[src/verilog/spi_pkg.sv]
// ~~~~~~~~~~~~~~~~~~~~~~~~~~~~~~~~~~~~~~~~~~~~~~~~
// shared constants for the byte-wide spi master
// register map is 4 addresses, upper ones reserved
// ~~~~~~~~~~~~~~~~~~~~~~~~~~~~~~~~~~~~~~~~~~~~~~~~
package spi_pkg;

  // widths
  localparam int DATA_W    = 8;  // one spi byte
  localparam int ADDR_W    = 4;  // cpu register address
  localparam int DIV_W     = 5;  // clock divider field
  localparam int BIT_CNT_W = 4;  // counts 16 sclk edges

  // cpu register map
  localparam logic [ADDR_W-1:0] ADDR_STATUS   = 4'h0;  // busy flag
  localparam logic [ADDR_W-1:0] ADDR_DATA_OUT = 4'h1;  // byte to slave
  localparam logic [ADDR_W-1:0] ADDR_DATA_IN  = 4'h2;  // byte from slave
  localparam logic [ADDR_W-1:0] ADDR_CTRL     = 4'h3;  // mode, ss, divider

  // control register fields
  localparam int CTRL_CPHA_BIT = 0;  // clock phase
  localparam int CTRL_CPOL_BIT = 1;  // clock polarity
  localparam int CTRL_SS_BIT   = 2;  // slave select / spi enable
  localparam int CTRL_DIV_LSB  = 3;  // divider low bit
  localparam int CTRL_DIV_MSB  = 7;  // divider high bit

  // status register fields
  localparam int STATUS_BUSY_BIT = 0;  // transfer in flight

  // edge index of the final sclk edge in a byte
  localparam logic [BIT_CNT_W-1:0] LAST_EDGE = BIT_CNT_W'(2 * DATA_W - 1);

  // shift engine state encoding
  localparam int ST_W = 2;
  localparam logic [ST_W-1:0] ST_IDLE  = 2'd0;  // waiting for req
  localparam logic [ST_W-1:0] ST_SHIFT = 2'd1;  // toggling sclk
  localparam logic [ST_W-1:0] ST_DONE  = 2'd2;  // one cycle after last edge
  localparam logic [ST_W-1:0] ST_ACK   = 2'd3;  // ack high, wait req low

endpackage
[src/verilog/spi_xfer_if.sv]
// ~~~~~~~~~~~~~~~~~~~~~~~~~~~~~~~~~~~~~~~~~~~~~~~~
// four-phase req/ack link for one byte transfer
// mode and tx byte must hold while req is high
// ~~~~~~~~~~~~~~~~~~~~~~~~~~~~~~~~~~~~~~~~~~~~~~~~
`timescale 1ns/1ps

interface spi_xfer_if
  import spi_pkg::*;
();

  logic              req;      // transfer request from decode
  logic              ack;      // transfer done from engine
  logic [DATA_W-1:0] tx_byte;  // byte to shift out
  logic [DATA_W-1:0] rx_byte;  // byte shifted in, valid with ack
  logic              cpol;     // sclk idle level
  logic              cpha;     // sample on trailing edge when set
  logic [DIV_W-1:0]  clk_div;  // half period is clk_div+1 clocks

  // register side, owns the request
  modport ctrl (
    output req, tx_byte, cpol, cpha, clk_div,
    input  ack
  );

  // shift engine, owns the acknowledge
  modport eng (
    input  req, tx_byte, cpol, cpha, clk_div,
    output ack, rx_byte
  );

  // observer only
  modport mon (
    input req, ack, rx_byte
  );

endinterface

[src/verilog/spi_master.sv]
// ~~~~~~~~~~~~~~~~~~~~~~~~~~~~~~~~~~~~~~~~~~~~~~~~
// byte-wide spi master, single slave, no fifo
// ~~~~~~~~~~~~~~~~~~~~~~~~~~~~~~~~~~~~~~~~~~~~~~~~
`timescale 1ns/1ps

module spi_master
  import spi_pkg::*;
(
  input  logic              i_clk,      // system clock
  input  logic              i_sclk,     // reset, async active low
  input  logic              i_en,       // bus access
  input  logic              i_wr,       // 1 write, 0 read
  input  logic [ADDR_W-1:0] i_addr,     // status, data out, data in, ctrl
  input  logic [DATA_W-1:0] i_data,     // write data
  output logic [DATA_W-1:0] o_data,     // read data, 1 clk latency
  output logic              o_int,      // byte done
  output logic              o_spi_clk,  // spi clock
  output logic              o_mosi,     // master out slave in
  input  logic              i_miso,     // master in slave out
  output logic              o_ss_n      // slave select, active low
);

  logic              busy;        // capture to decode
  logic [DATA_W-1:0] rx_data;     // data in register
  logic              rd_data_in;  // irq clear strobe

  spi_xfer_if u_xfer ();

  spi_reg_decode u_decode (
    .i_clk        (i_clk),
    .i_sclk       (i_sclk),
    .i_en         (i_en),
    .i_wr         (i_wr),
    .i_addr       (i_addr),
    .i_data       (i_data),
    .i_busy       (busy),
    .i_rx_data    (rx_data),
    .o_data       (o_data),
    .o_ss_n       (o_ss_n),
    .o_rd_data_in (rd_data_in),
    .xfer         (u_xfer.ctrl)
  );

  spi_shift_engine u_engine (
    .i_clk     (i_clk),
    .i_sclk    (i_sclk),
    .i_miso    (i_miso),
    .o_spi_clk (o_spi_clk),
    .o_mosi    (o_mosi),
    .xfer      (u_xfer.eng)
  );

  spi_rx_capture u_capture (
    .i_clk        (i_clk),
    .i_sclk       (i_sclk),
    .i_rd_data_in (rd_data_in),
    .o_busy       (busy),
    .o_rx_data    (rx_data),
    .o_int        (o_int),
    .xfer         (u_xfer.mon)
  );

endmodule

[src/verilog/spi_rx_capture.sv]
// ~~~~~~~~~~~~~~~~~~~~~~~~~~~~~~~~~~~~~~~~~~~~~~~~
// irq is sticky, only a data in read clears it
// a new completion wins over a same-cycle read
// ~~~~~~~~~~~~~~~~~~~~~~~~~~~~~~~~~~~~~~~~~~~~~~~~
`timescale 1ns/1ps

module spi_rx_capture
  import spi_pkg::*;
(
  input  logic              i_clk,         // system clock
  input  logic              i_sclk,        // reset, async active low
  input  logic              i_rd_data_in,  // cpu reads data in
  output logic              o_busy,        // handshake open
  output logic [DATA_W-1:0] o_rx_data,     // data in register
  output logic              o_int,         // byte done interrupt
  spi_xfer_if.mon           xfer           // observed handshake
);

  logic              ack_d;     // ack one clk ago
  logic              ack_rise;  // transfer just completed
  logic              int_q;     // sticky interrupt
  logic [DATA_W-1:0] rx_q;      // received byte

  assign ack_rise = xfer.ack & ~ack_d;

  always_ff @(posedge i_clk or negedge i_sclk) begin
    if (!i_sclk) begin
      ack_d <= 1'b0;
    end else begin
      ack_d <= xfer.ack;
    end
  end

  always_ff @(posedge i_clk or negedge i_sclk) begin
    if (!i_sclk) begin
      int_q <= 1'b0;
    end else if (ack_rise) begin
      int_q <= 1'b1;  // up the clk after ack
    end else if (i_rd_data_in) begin
      int_q <= 1'b0;
    end
  end

  always_ff @(posedge i_clk) begin
    if (ack_rise) begin
      rx_q <= xfer.rx_byte;  // stable while ack high
    end
  end

  // busy spans req rise through ack fall
  assign o_busy    = xfer.req | xfer.ack;
  assign o_rx_data = rx_q;
  assign o_int     = int_q;

endmodule

[src/verilog/spi_shift_engine.sv]
// ~~~~~~~~~~~~~~~~~~~~~~~~~~~~~~~~~~~~~~~~~~~~~~~~
// one msb-first byte per req, all four spi modes
// i_miso must already be in the i_clk domain
// ~~~~~~~~~~~~~~~~~~~~~~~~~~~~~~~~~~~~~~~~~~~~~~~~
`timescale 1ns/1ps

module spi_shift_engine
  import spi_pkg::*;
(
  input  logic     i_clk,      // system clock
  input  logic     i_sclk,     // reset, async active low
  input  logic     i_miso,     // serial data from slave
  output logic     o_spi_clk,  // spi clock to slave
  output logic     o_mosi,     // serial data to slave
  spi_xfer_if.eng  xfer        // acknowledge side of handshake
);

  logic [ST_W-1:0]      state_q;     // engine fsm
  logic [DIV_W-1:0]     div_cnt_q;   // clocks within a half period
  logic [BIT_CNT_W-1:0] edge_cnt_q;  // sclk edges done so far
  logic                 sclk_q;      // sclk while shifting
  logic                 ack_q;       // handshake ack
  logic [DATA_W-1:0]    tx_sh_q;     // outgoing bits, msb on the pin
  logic [DATA_W-1:0]    rx_sh_q;     // incoming bits
  logic                 start;       // req accepted this cycle
  logic                 spi_edge;    // sclk toggles this cycle
  logic                 leading;     // edge leaves the idle level
  logic                 do_sample;   // capture miso
  logic                 do_shift;    // present next mosi bit

  assign start    = (state_q == ST_IDLE) && xfer.req;
  assign spi_edge = (state_q == ST_SHIFT) && (div_cnt_q == xfer.clk_div);
  assign leading  = ~edge_cnt_q[0];  // even edges lead

  // cpha 0: sample leading, shift trailing
  // cpha 1: shift leading, sample trailing. The first leading edge
  // keeps the msb that was loaded with the byte
  assign do_sample = spi_edge && (xfer.cpha ? ~leading : leading);
  assign do_shift  = spi_edge && (xfer.cpha ? (leading && (edge_cnt_q != '0))
                                            : ~leading);

  always_ff @(posedge i_clk or negedge i_sclk) begin
    if (!i_sclk) begin
      state_q    <= ST_IDLE;
      div_cnt_q  <= '0;
      edge_cnt_q <= '0;
      sclk_q     <= 1'b0;
      ack_q      <= 1'b0;
    end else begin
      case (state_q)
        ST_IDLE: begin
          if (xfer.req) begin
            state_q    <= ST_SHIFT;
            div_cnt_q  <= '0;
            edge_cnt_q <= '0;
            sclk_q     <= xfer.cpol;  // start from idle level
          end
        end
        ST_SHIFT: begin
          if (spi_edge) begin
            div_cnt_q  <= '0;
            sclk_q     <= ~sclk_q;
            edge_cnt_q <= edge_cnt_q + 1'b1;  // wraps after edge 15
            if (edge_cnt_q == LAST_EDGE) begin
              state_q <= ST_DONE;
            end
          end else begin
            div_cnt_q <= div_cnt_q + 1'b1;
          end
        end
        ST_DONE: begin
          ack_q   <= 1'b1;  // one clk after last edge, phase 2
          state_q <= ST_ACK;
        end
        ST_ACK: begin
          if (!xfer.req) begin
            ack_q   <= 1'b0;  // phase 4
            state_q <= ST_IDLE;
          end
        end
        default: state_q <= ST_IDLE;
      endcase
    end
  end

  // data path
  always_ff @(posedge i_clk) begin
    if (start) begin
      tx_sh_q <= xfer.tx_byte;  // msb visible before first edge
    end else if (do_shift) begin
      tx_sh_q <= {tx_sh_q[DATA_W-2:0], 1'b0};
    end
    if (do_sample) begin
      rx_sh_q <= {rx_sh_q[DATA_W-2:0], i_miso};  // pre-edge value
    end
  end

  // sclk sits at cpol whenever no byte is moving
  assign o_spi_clk    = (state_q == ST_SHIFT) ? sclk_q : xfer.cpol;
  assign o_mosi       = tx_sh_q[DATA_W-1];
  assign xfer.ack     = ack_q;
  assign xfer.rx_byte = rx_sh_q;

endmodule

[src/verilog/spi_reg_decode.sv]
// ~~~~~~~~~~~~~~~~~~~~~~~~~~~~~~~~~~~~~~~~~~~~~~~~
// cpu register port, reads land in o_data 1 clk later
// control and data out writes are dropped while busy
// ~~~~~~~~~~~~~~~~~~~~~~~~~~~~~~~~~~~~~~~~~~~~~~~~
`timescale 1ns/1ps

module spi_reg_decode
  import spi_pkg::*;
(
  input  logic              i_clk,         // system clock
  input  logic              i_sclk,        // reset, async active low
  input  logic              i_en,          // bus access this cycle
  input  logic              i_wr,          // 1 write, 0 read
  input  logic [ADDR_W-1:0] i_addr,        // register address
  input  logic [DATA_W-1:0] i_data,        // write data
  input  logic              i_busy,        // from capture
  input  logic [DATA_W-1:0] i_rx_data,     // last received byte
  output logic [DATA_W-1:0] o_data,        // registered read data
  output logic              o_ss_n,        // slave select, active low
  output logic              o_rd_data_in,  // data in being read
  spi_xfer_if.ctrl          xfer           // request side of handshake
);

  logic [DATA_W-1:0] ctrl_q;    // control register
  logic [DATA_W-1:0] tx_q;      // data out register
  logic              req_q;     // handshake request
  logic              wr_strb;   // bus write
  logic              rd_strb;   // bus read
  logic              start;     // accepted data out write
  logic [DATA_W-1:0] status_w;  // status word
  logic [DATA_W-1:0] rd_mux;    // read data before register

  assign wr_strb = i_en & i_wr;
  assign rd_strb = i_en & ~i_wr;

  // only start with ss enabled and the previous handshake fully closed
  assign start = wr_strb && (i_addr == ADDR_DATA_OUT) &&
                 ctrl_q[CTRL_SS_BIT] && !i_busy;

  assign o_rd_data_in = rd_strb && (i_addr == ADDR_DATA_IN);  // clears irq

  // control register, frozen during a transfer so the mode stays stable
  always_ff @(posedge i_clk or negedge i_sclk) begin
    if (!i_sclk) begin
      ctrl_q <= '0;
    end else if (wr_strb && (i_addr == ADDR_CTRL) && !i_busy) begin
      ctrl_q <= i_data;
    end
  end

  always_ff @(posedge i_clk) begin
    if (start) begin
      tx_q <= i_data;  // held until next accepted write
    end
  end

  // request side: raise on start, drop once ack seen
  always_ff @(posedge i_clk or negedge i_sclk) begin
    if (!i_sclk) begin
      req_q <= 1'b0;
    end else if (start) begin
      req_q <= 1'b1;
    end else if (xfer.ack) begin
      req_q <= 1'b0;  // phase 3
    end
  end

  always_comb begin
    status_w                  = '0;
    status_w[STATUS_BUSY_BIT] = i_busy;
    case (i_addr)
      ADDR_STATUS:   rd_mux = status_w;
      ADDR_DATA_OUT: rd_mux = tx_q;
      ADDR_DATA_IN:  rd_mux = i_rx_data;
      ADDR_CTRL:     rd_mux = ctrl_q;
      default:       rd_mux = '0;  // reserved
    endcase
  end

  always_ff @(posedge i_clk or negedge i_sclk) begin
    if (!i_sclk) begin
      o_data <= '0;
    end else if (rd_strb) begin
      o_data <= rd_mux;  // holds last read otherwise
    end
  end

  assign o_ss_n       = ~ctrl_q[CTRL_SS_BIT];
  assign xfer.req     = req_q;
  assign xfer.tx_byte = tx_q;
  assign xfer.cpol    = ctrl_q[CTRL_CPOL_BIT];
  assign xfer.cpha    = ctrl_q[CTRL_CPHA_BIT];
  assign xfer.clk_div = ctrl_q[CTRL_DIV_MSB:CTRL_DIV_LSB];

endmodule

[config.mk]
export PLATFORM = sky130hd
export DESIGN_NAME = spi_master
export DESIGN_NICKNAME = d
export VERILOG_FILES = /design/src/verilog/spi_pkg.sv /design/src/verilog/spi_xfer_if.sv /design/src/verilog/spi_master.sv /design/src/verilog/spi_rx_capture.sv /design/src/verilog/spi_shift_engine.sv /design/src/verilog/spi_reg_decode.sv
export SDC_FILE = /design/constraint.sdc
export NUM_CORES = 1
export LEC_CHECK = 0
export BUFFER_PORTS_ARGS = -buffer_cell sky130_fd_sc_hd__buf_2
export CAP_MARGIN = 30
export CORE_MARGIN = 8
export CORE_UTILIZATION = 54
export DETAILED_ROUTE_END_ITERATION = 12
export HOLD_SLACK_MARGIN = 0.12
export PLACE_DENSITY = 0.74
export SLEW_MARGIN = 20
export SYNTH_ARGS = -nofsm -noshare
export SYNTH_HDL_FRONTEND = slang
export SYNTH_SLANG_ARGS = --single-unit
[constraint.sdc]
create_clock -name i_clk -period 2.7 [get_ports i_clk]
set_input_delay 0.135 -clock i_clk [delete_from_list [all_inputs] [get_ports i_clk]]
set_output_delay 0.135 -clock i_clk [all_outputs]
set_load 0.01 [all_outputs]
==> results.yml <==
final_layout:
  syn_to_final_growth_pct: 16.2
  multi_input_area_mm2: 0.00105
  mostFrequentLayoutCells: "32 x dfrtp_1, 32 x edfxtp_1, 28 x buf_2"
  drive_above_1_share: 0.253
  design_area_mm2: 0.00335
  seqCellArea_mm2: 0.00176
  fillers: 435
  nets: 300
  finish.utilization: 0.652
  diodes: 0
critical_path:
  crit_path_start_kind: "flop"
  path_max_fanout: 11
  cp_slowest_stage_delay_ns: 0.44
  endpoint_kind: "flop"
  path_cells: "xor2_1 -> nor3_2 -> and2_1 -> nand2_1 -> o21ai_0 -> buf_4"
  cp.required_ns: 2.74
  critPathKind: "reg -> reg"
  slowest_stage: "dfrtp_1"
  critPathArrivalTime_ns: 2.23
clocking:
  worstSkewPairLatency_ns: 0.34
  ctsResizeCount: 0
  clockRootBuffer: "clkbuf_8"
  htree_levels: 3
  clk_pin_slew_ns: 0.07
  cts.path.max_buffers: 2
  post_cts_buffers: 0
  cts_tree: "yes"
  numCtsBuffers: 9
  cts_hold_buffers: 10
  cts_sinks: 64
synthesis:
  ys_ff_latch: 64
  yosysUniqueCellTypes: 38
  synth_top_area_cell: "edfxtp_1"
  synth_nets: 259
  synth_top_cell_area_share: 0.333
  synthCells: 235
  ys_seq_area_frac: 0.611
  avgSynthCellArea_um2: 12.3
  synth_area_mm2: 0.00288
  ys_warn_count: 0
  synth.area.top_cells: "edfxtp_1 33%, dfrtp_1 28%, mux2_2 9.0%, ha_1 3.0%, nand2_1 3.0%"
sta:
  rsz0062_at_grt: "no"
  finalHoldViolCount: 0
  worst_hold_slack_ns: 0.164
  worst_pin_slew_ns: 0.826
  tns_ns: 0
  max_freq_ghz: 0.457
  relSlewSlack: 0.448
  finClkSkew_ns: 0.00791
  fin_crit_sh: 0.811
  finalSetupViolCount: 0
  period_needed_ns: 2.19
  slew_violations: 0
run_status:
  status: "completed"
route:
  postRouteWirelength_um: 6010
  detail_route.first_pass.iterations: 4
  viasPerCell: 5.55
  avgRoutedWirePerCell_um: 17.1
  drcViolationCount: 0
  ant_nets: 0
  routed-via-count: 1947
  dr.first_iter.drc_count: 114
power:
  power_leakage_nw: 1.41
  finalPower_mw: 2.81
  ir_drop_mv: 0.480
  cellPowerDensity_mw_per_mm2: 838
grt:
  track_usage: 0.172
  met2_usage: 0.273
  grt_most_used_layer: "met2"
  grt_start_max_net_pins: 33
  antenna_found_initial: 0
  grt_pass1_wl_um: 10000
  grt_pass1_vias: 2027
  met3_usage: 0.0460
  grtUsageMet1: 0.209
  overflow: 0
die:
  pin_count: 29
  die_h_um: 89.1
  dieWidth_um: 89.1
  row_count: 26
  core_area_mm2: 0.00514
  start_util: 0.561
  die_area_mm2: 0.00793
placement:
  io_buffers: 28
  hpwl_um: 4240
  place_area_mm2: 0.00309
  gp_congestion: 0.842
min_path:
  min_path_type: "in -> reg"
flow_run:
  cap_viol_max_count: 0
==> final timing paths <==
kind,startpoint,endpoint,slack [ns],cells after the start
worst max-delay path,u_engine.div_cnt_q[2]$_DFFE_PN0P_,u_engine.tx_sh_q[6]$_DFFE_PP_,0.51,6
min in group asynchronous,i_sclk,u_decode.ctrl_q[1]$_DFFE_PN0P_,0.41,2
max in group asynchronous,i_sclk,u_decode.ctrl_q[3]$_DFFE_PN0P_,1.80,2
worst min-delay path,i_addr[2],u_capture.o_int$_DFFE_PN0P_,0.16,4
worst max register to register,u_engine.div_cnt_q[2]$_DFFE_PN0P_,u_engine.tx_sh_q[6]$_DFFE_PP_,0.51,6
worst min register to register,u_engine.xfer.rx_byte[7]$_DFFE_PP_,u_capture.o_rx_data[7]$_DFFE_PP_,0.43,0
==> metrics by stage <==
step,cells,setup WS [ns]
3_3_place_gp,325,0.633
4_1_cts,351,0.528
2_1_floorplan,235,0.387
3_5_place_dp,325,0.552
5_1_grt,351,0.300
6_report,351,0.509
==> kinds of logic (layout without fill, tap and decap cells) <==
group,Yosys count,in the layout,share of synthesized area
XOR/XNOR,6,6,0.0182
buffers and inverters,19,65,0.0252
adder cells (fa/ha/maj),7,7,0.0304
flip-flops,64,64,0.611
AND/OR/NAND/NOR,71,71,0.117
AO/OA/AOI/OAI,42,42,0.0916
multiplexers,26,26,0.106
==> state kept, by name, summed over array words and instances (netlist names) <==
name,flops
u_decode.xfer.req,1
u_decode.o_data,8
u_engine.edge_cnt_q,4
u_engine.xfer.rx_byte,8
u_capture.ack_d,1
u_capture.o_rx_data,8
u_engine.div_cnt_q,5
u_capture.o_int,1
u_engine.sclk_q,1
u_decode.ctrl_q,8
u_decode.xfer.tx_byte,8
u_engine.tx_sh_q,8
u_engine.xfer.ack,1
u_engine.state_q,2
==> cell usage after synthesis <==
library cell  instances
or3_1                 2
nor3_2                1
nor2b_1               3
nand3_1              10
a211oi_1              1
a21oi_1               6
nor2_1               16
ha_1                  7
nand4b_1              1
mux4_2                1
a22oi_1               8
nand4_1               2
o211ai_1              1
a21o_1                1
nand2b_1              3
a41oi_1               1
mux2_2               23
o31ai_1               2
mux2_4                1
nor3_1                3
or2_2                 1
buf_2                 1
a221o_1               1
clkbuf_1              9
a211o_1               1
a2bb2oi_1             2
dfrtp_1              32
and3_1                3
nor4_1                1
edfxtp_1             32
mux2i_1               1
inv_1                 7
and2_1                2
nand2_1              23
buf_1                 2
o22ai_1               1
xor2_1                6
o21ai_0              17
==> final cells by class <==
cell class / instances / area share
inverter: 7 / 0.00784
clock inverter: 4 / 0.00635
multi-input combinational: 152 / 0.313
clock buffer: 12 / 0.0403
timing repair buffer: 42 / 0.0807
sequential: 64 / 0.526
tap: 70 / 0.0261
==> where the power goes <==
| group | internal, mW | switching, mW |
|---|---|---|
| Clock | 0.327 | 0.349 |
| Combinational | 0.327 | 0.437 |
| Sequential | 1.23 | 0.139 |
==> layer usage <==
layer | wire [um] | vias up
li1 | - | 936
met5 | 0 | -
met4 | 168 | 0
met1 | 2550 | 954
met2 | 2980 | 46
met3 | 312 | 11
==> worst max-delay path, delay by kind of cell, from the launching register on <==
family	cells	cell delay [ns]
compound gates	1	0.16
buf+inv	1	0.20
simple gates	3	0.90
flops	1	0.44
xor+xnor	1	0.19
(Power assumes the default switching activity.)
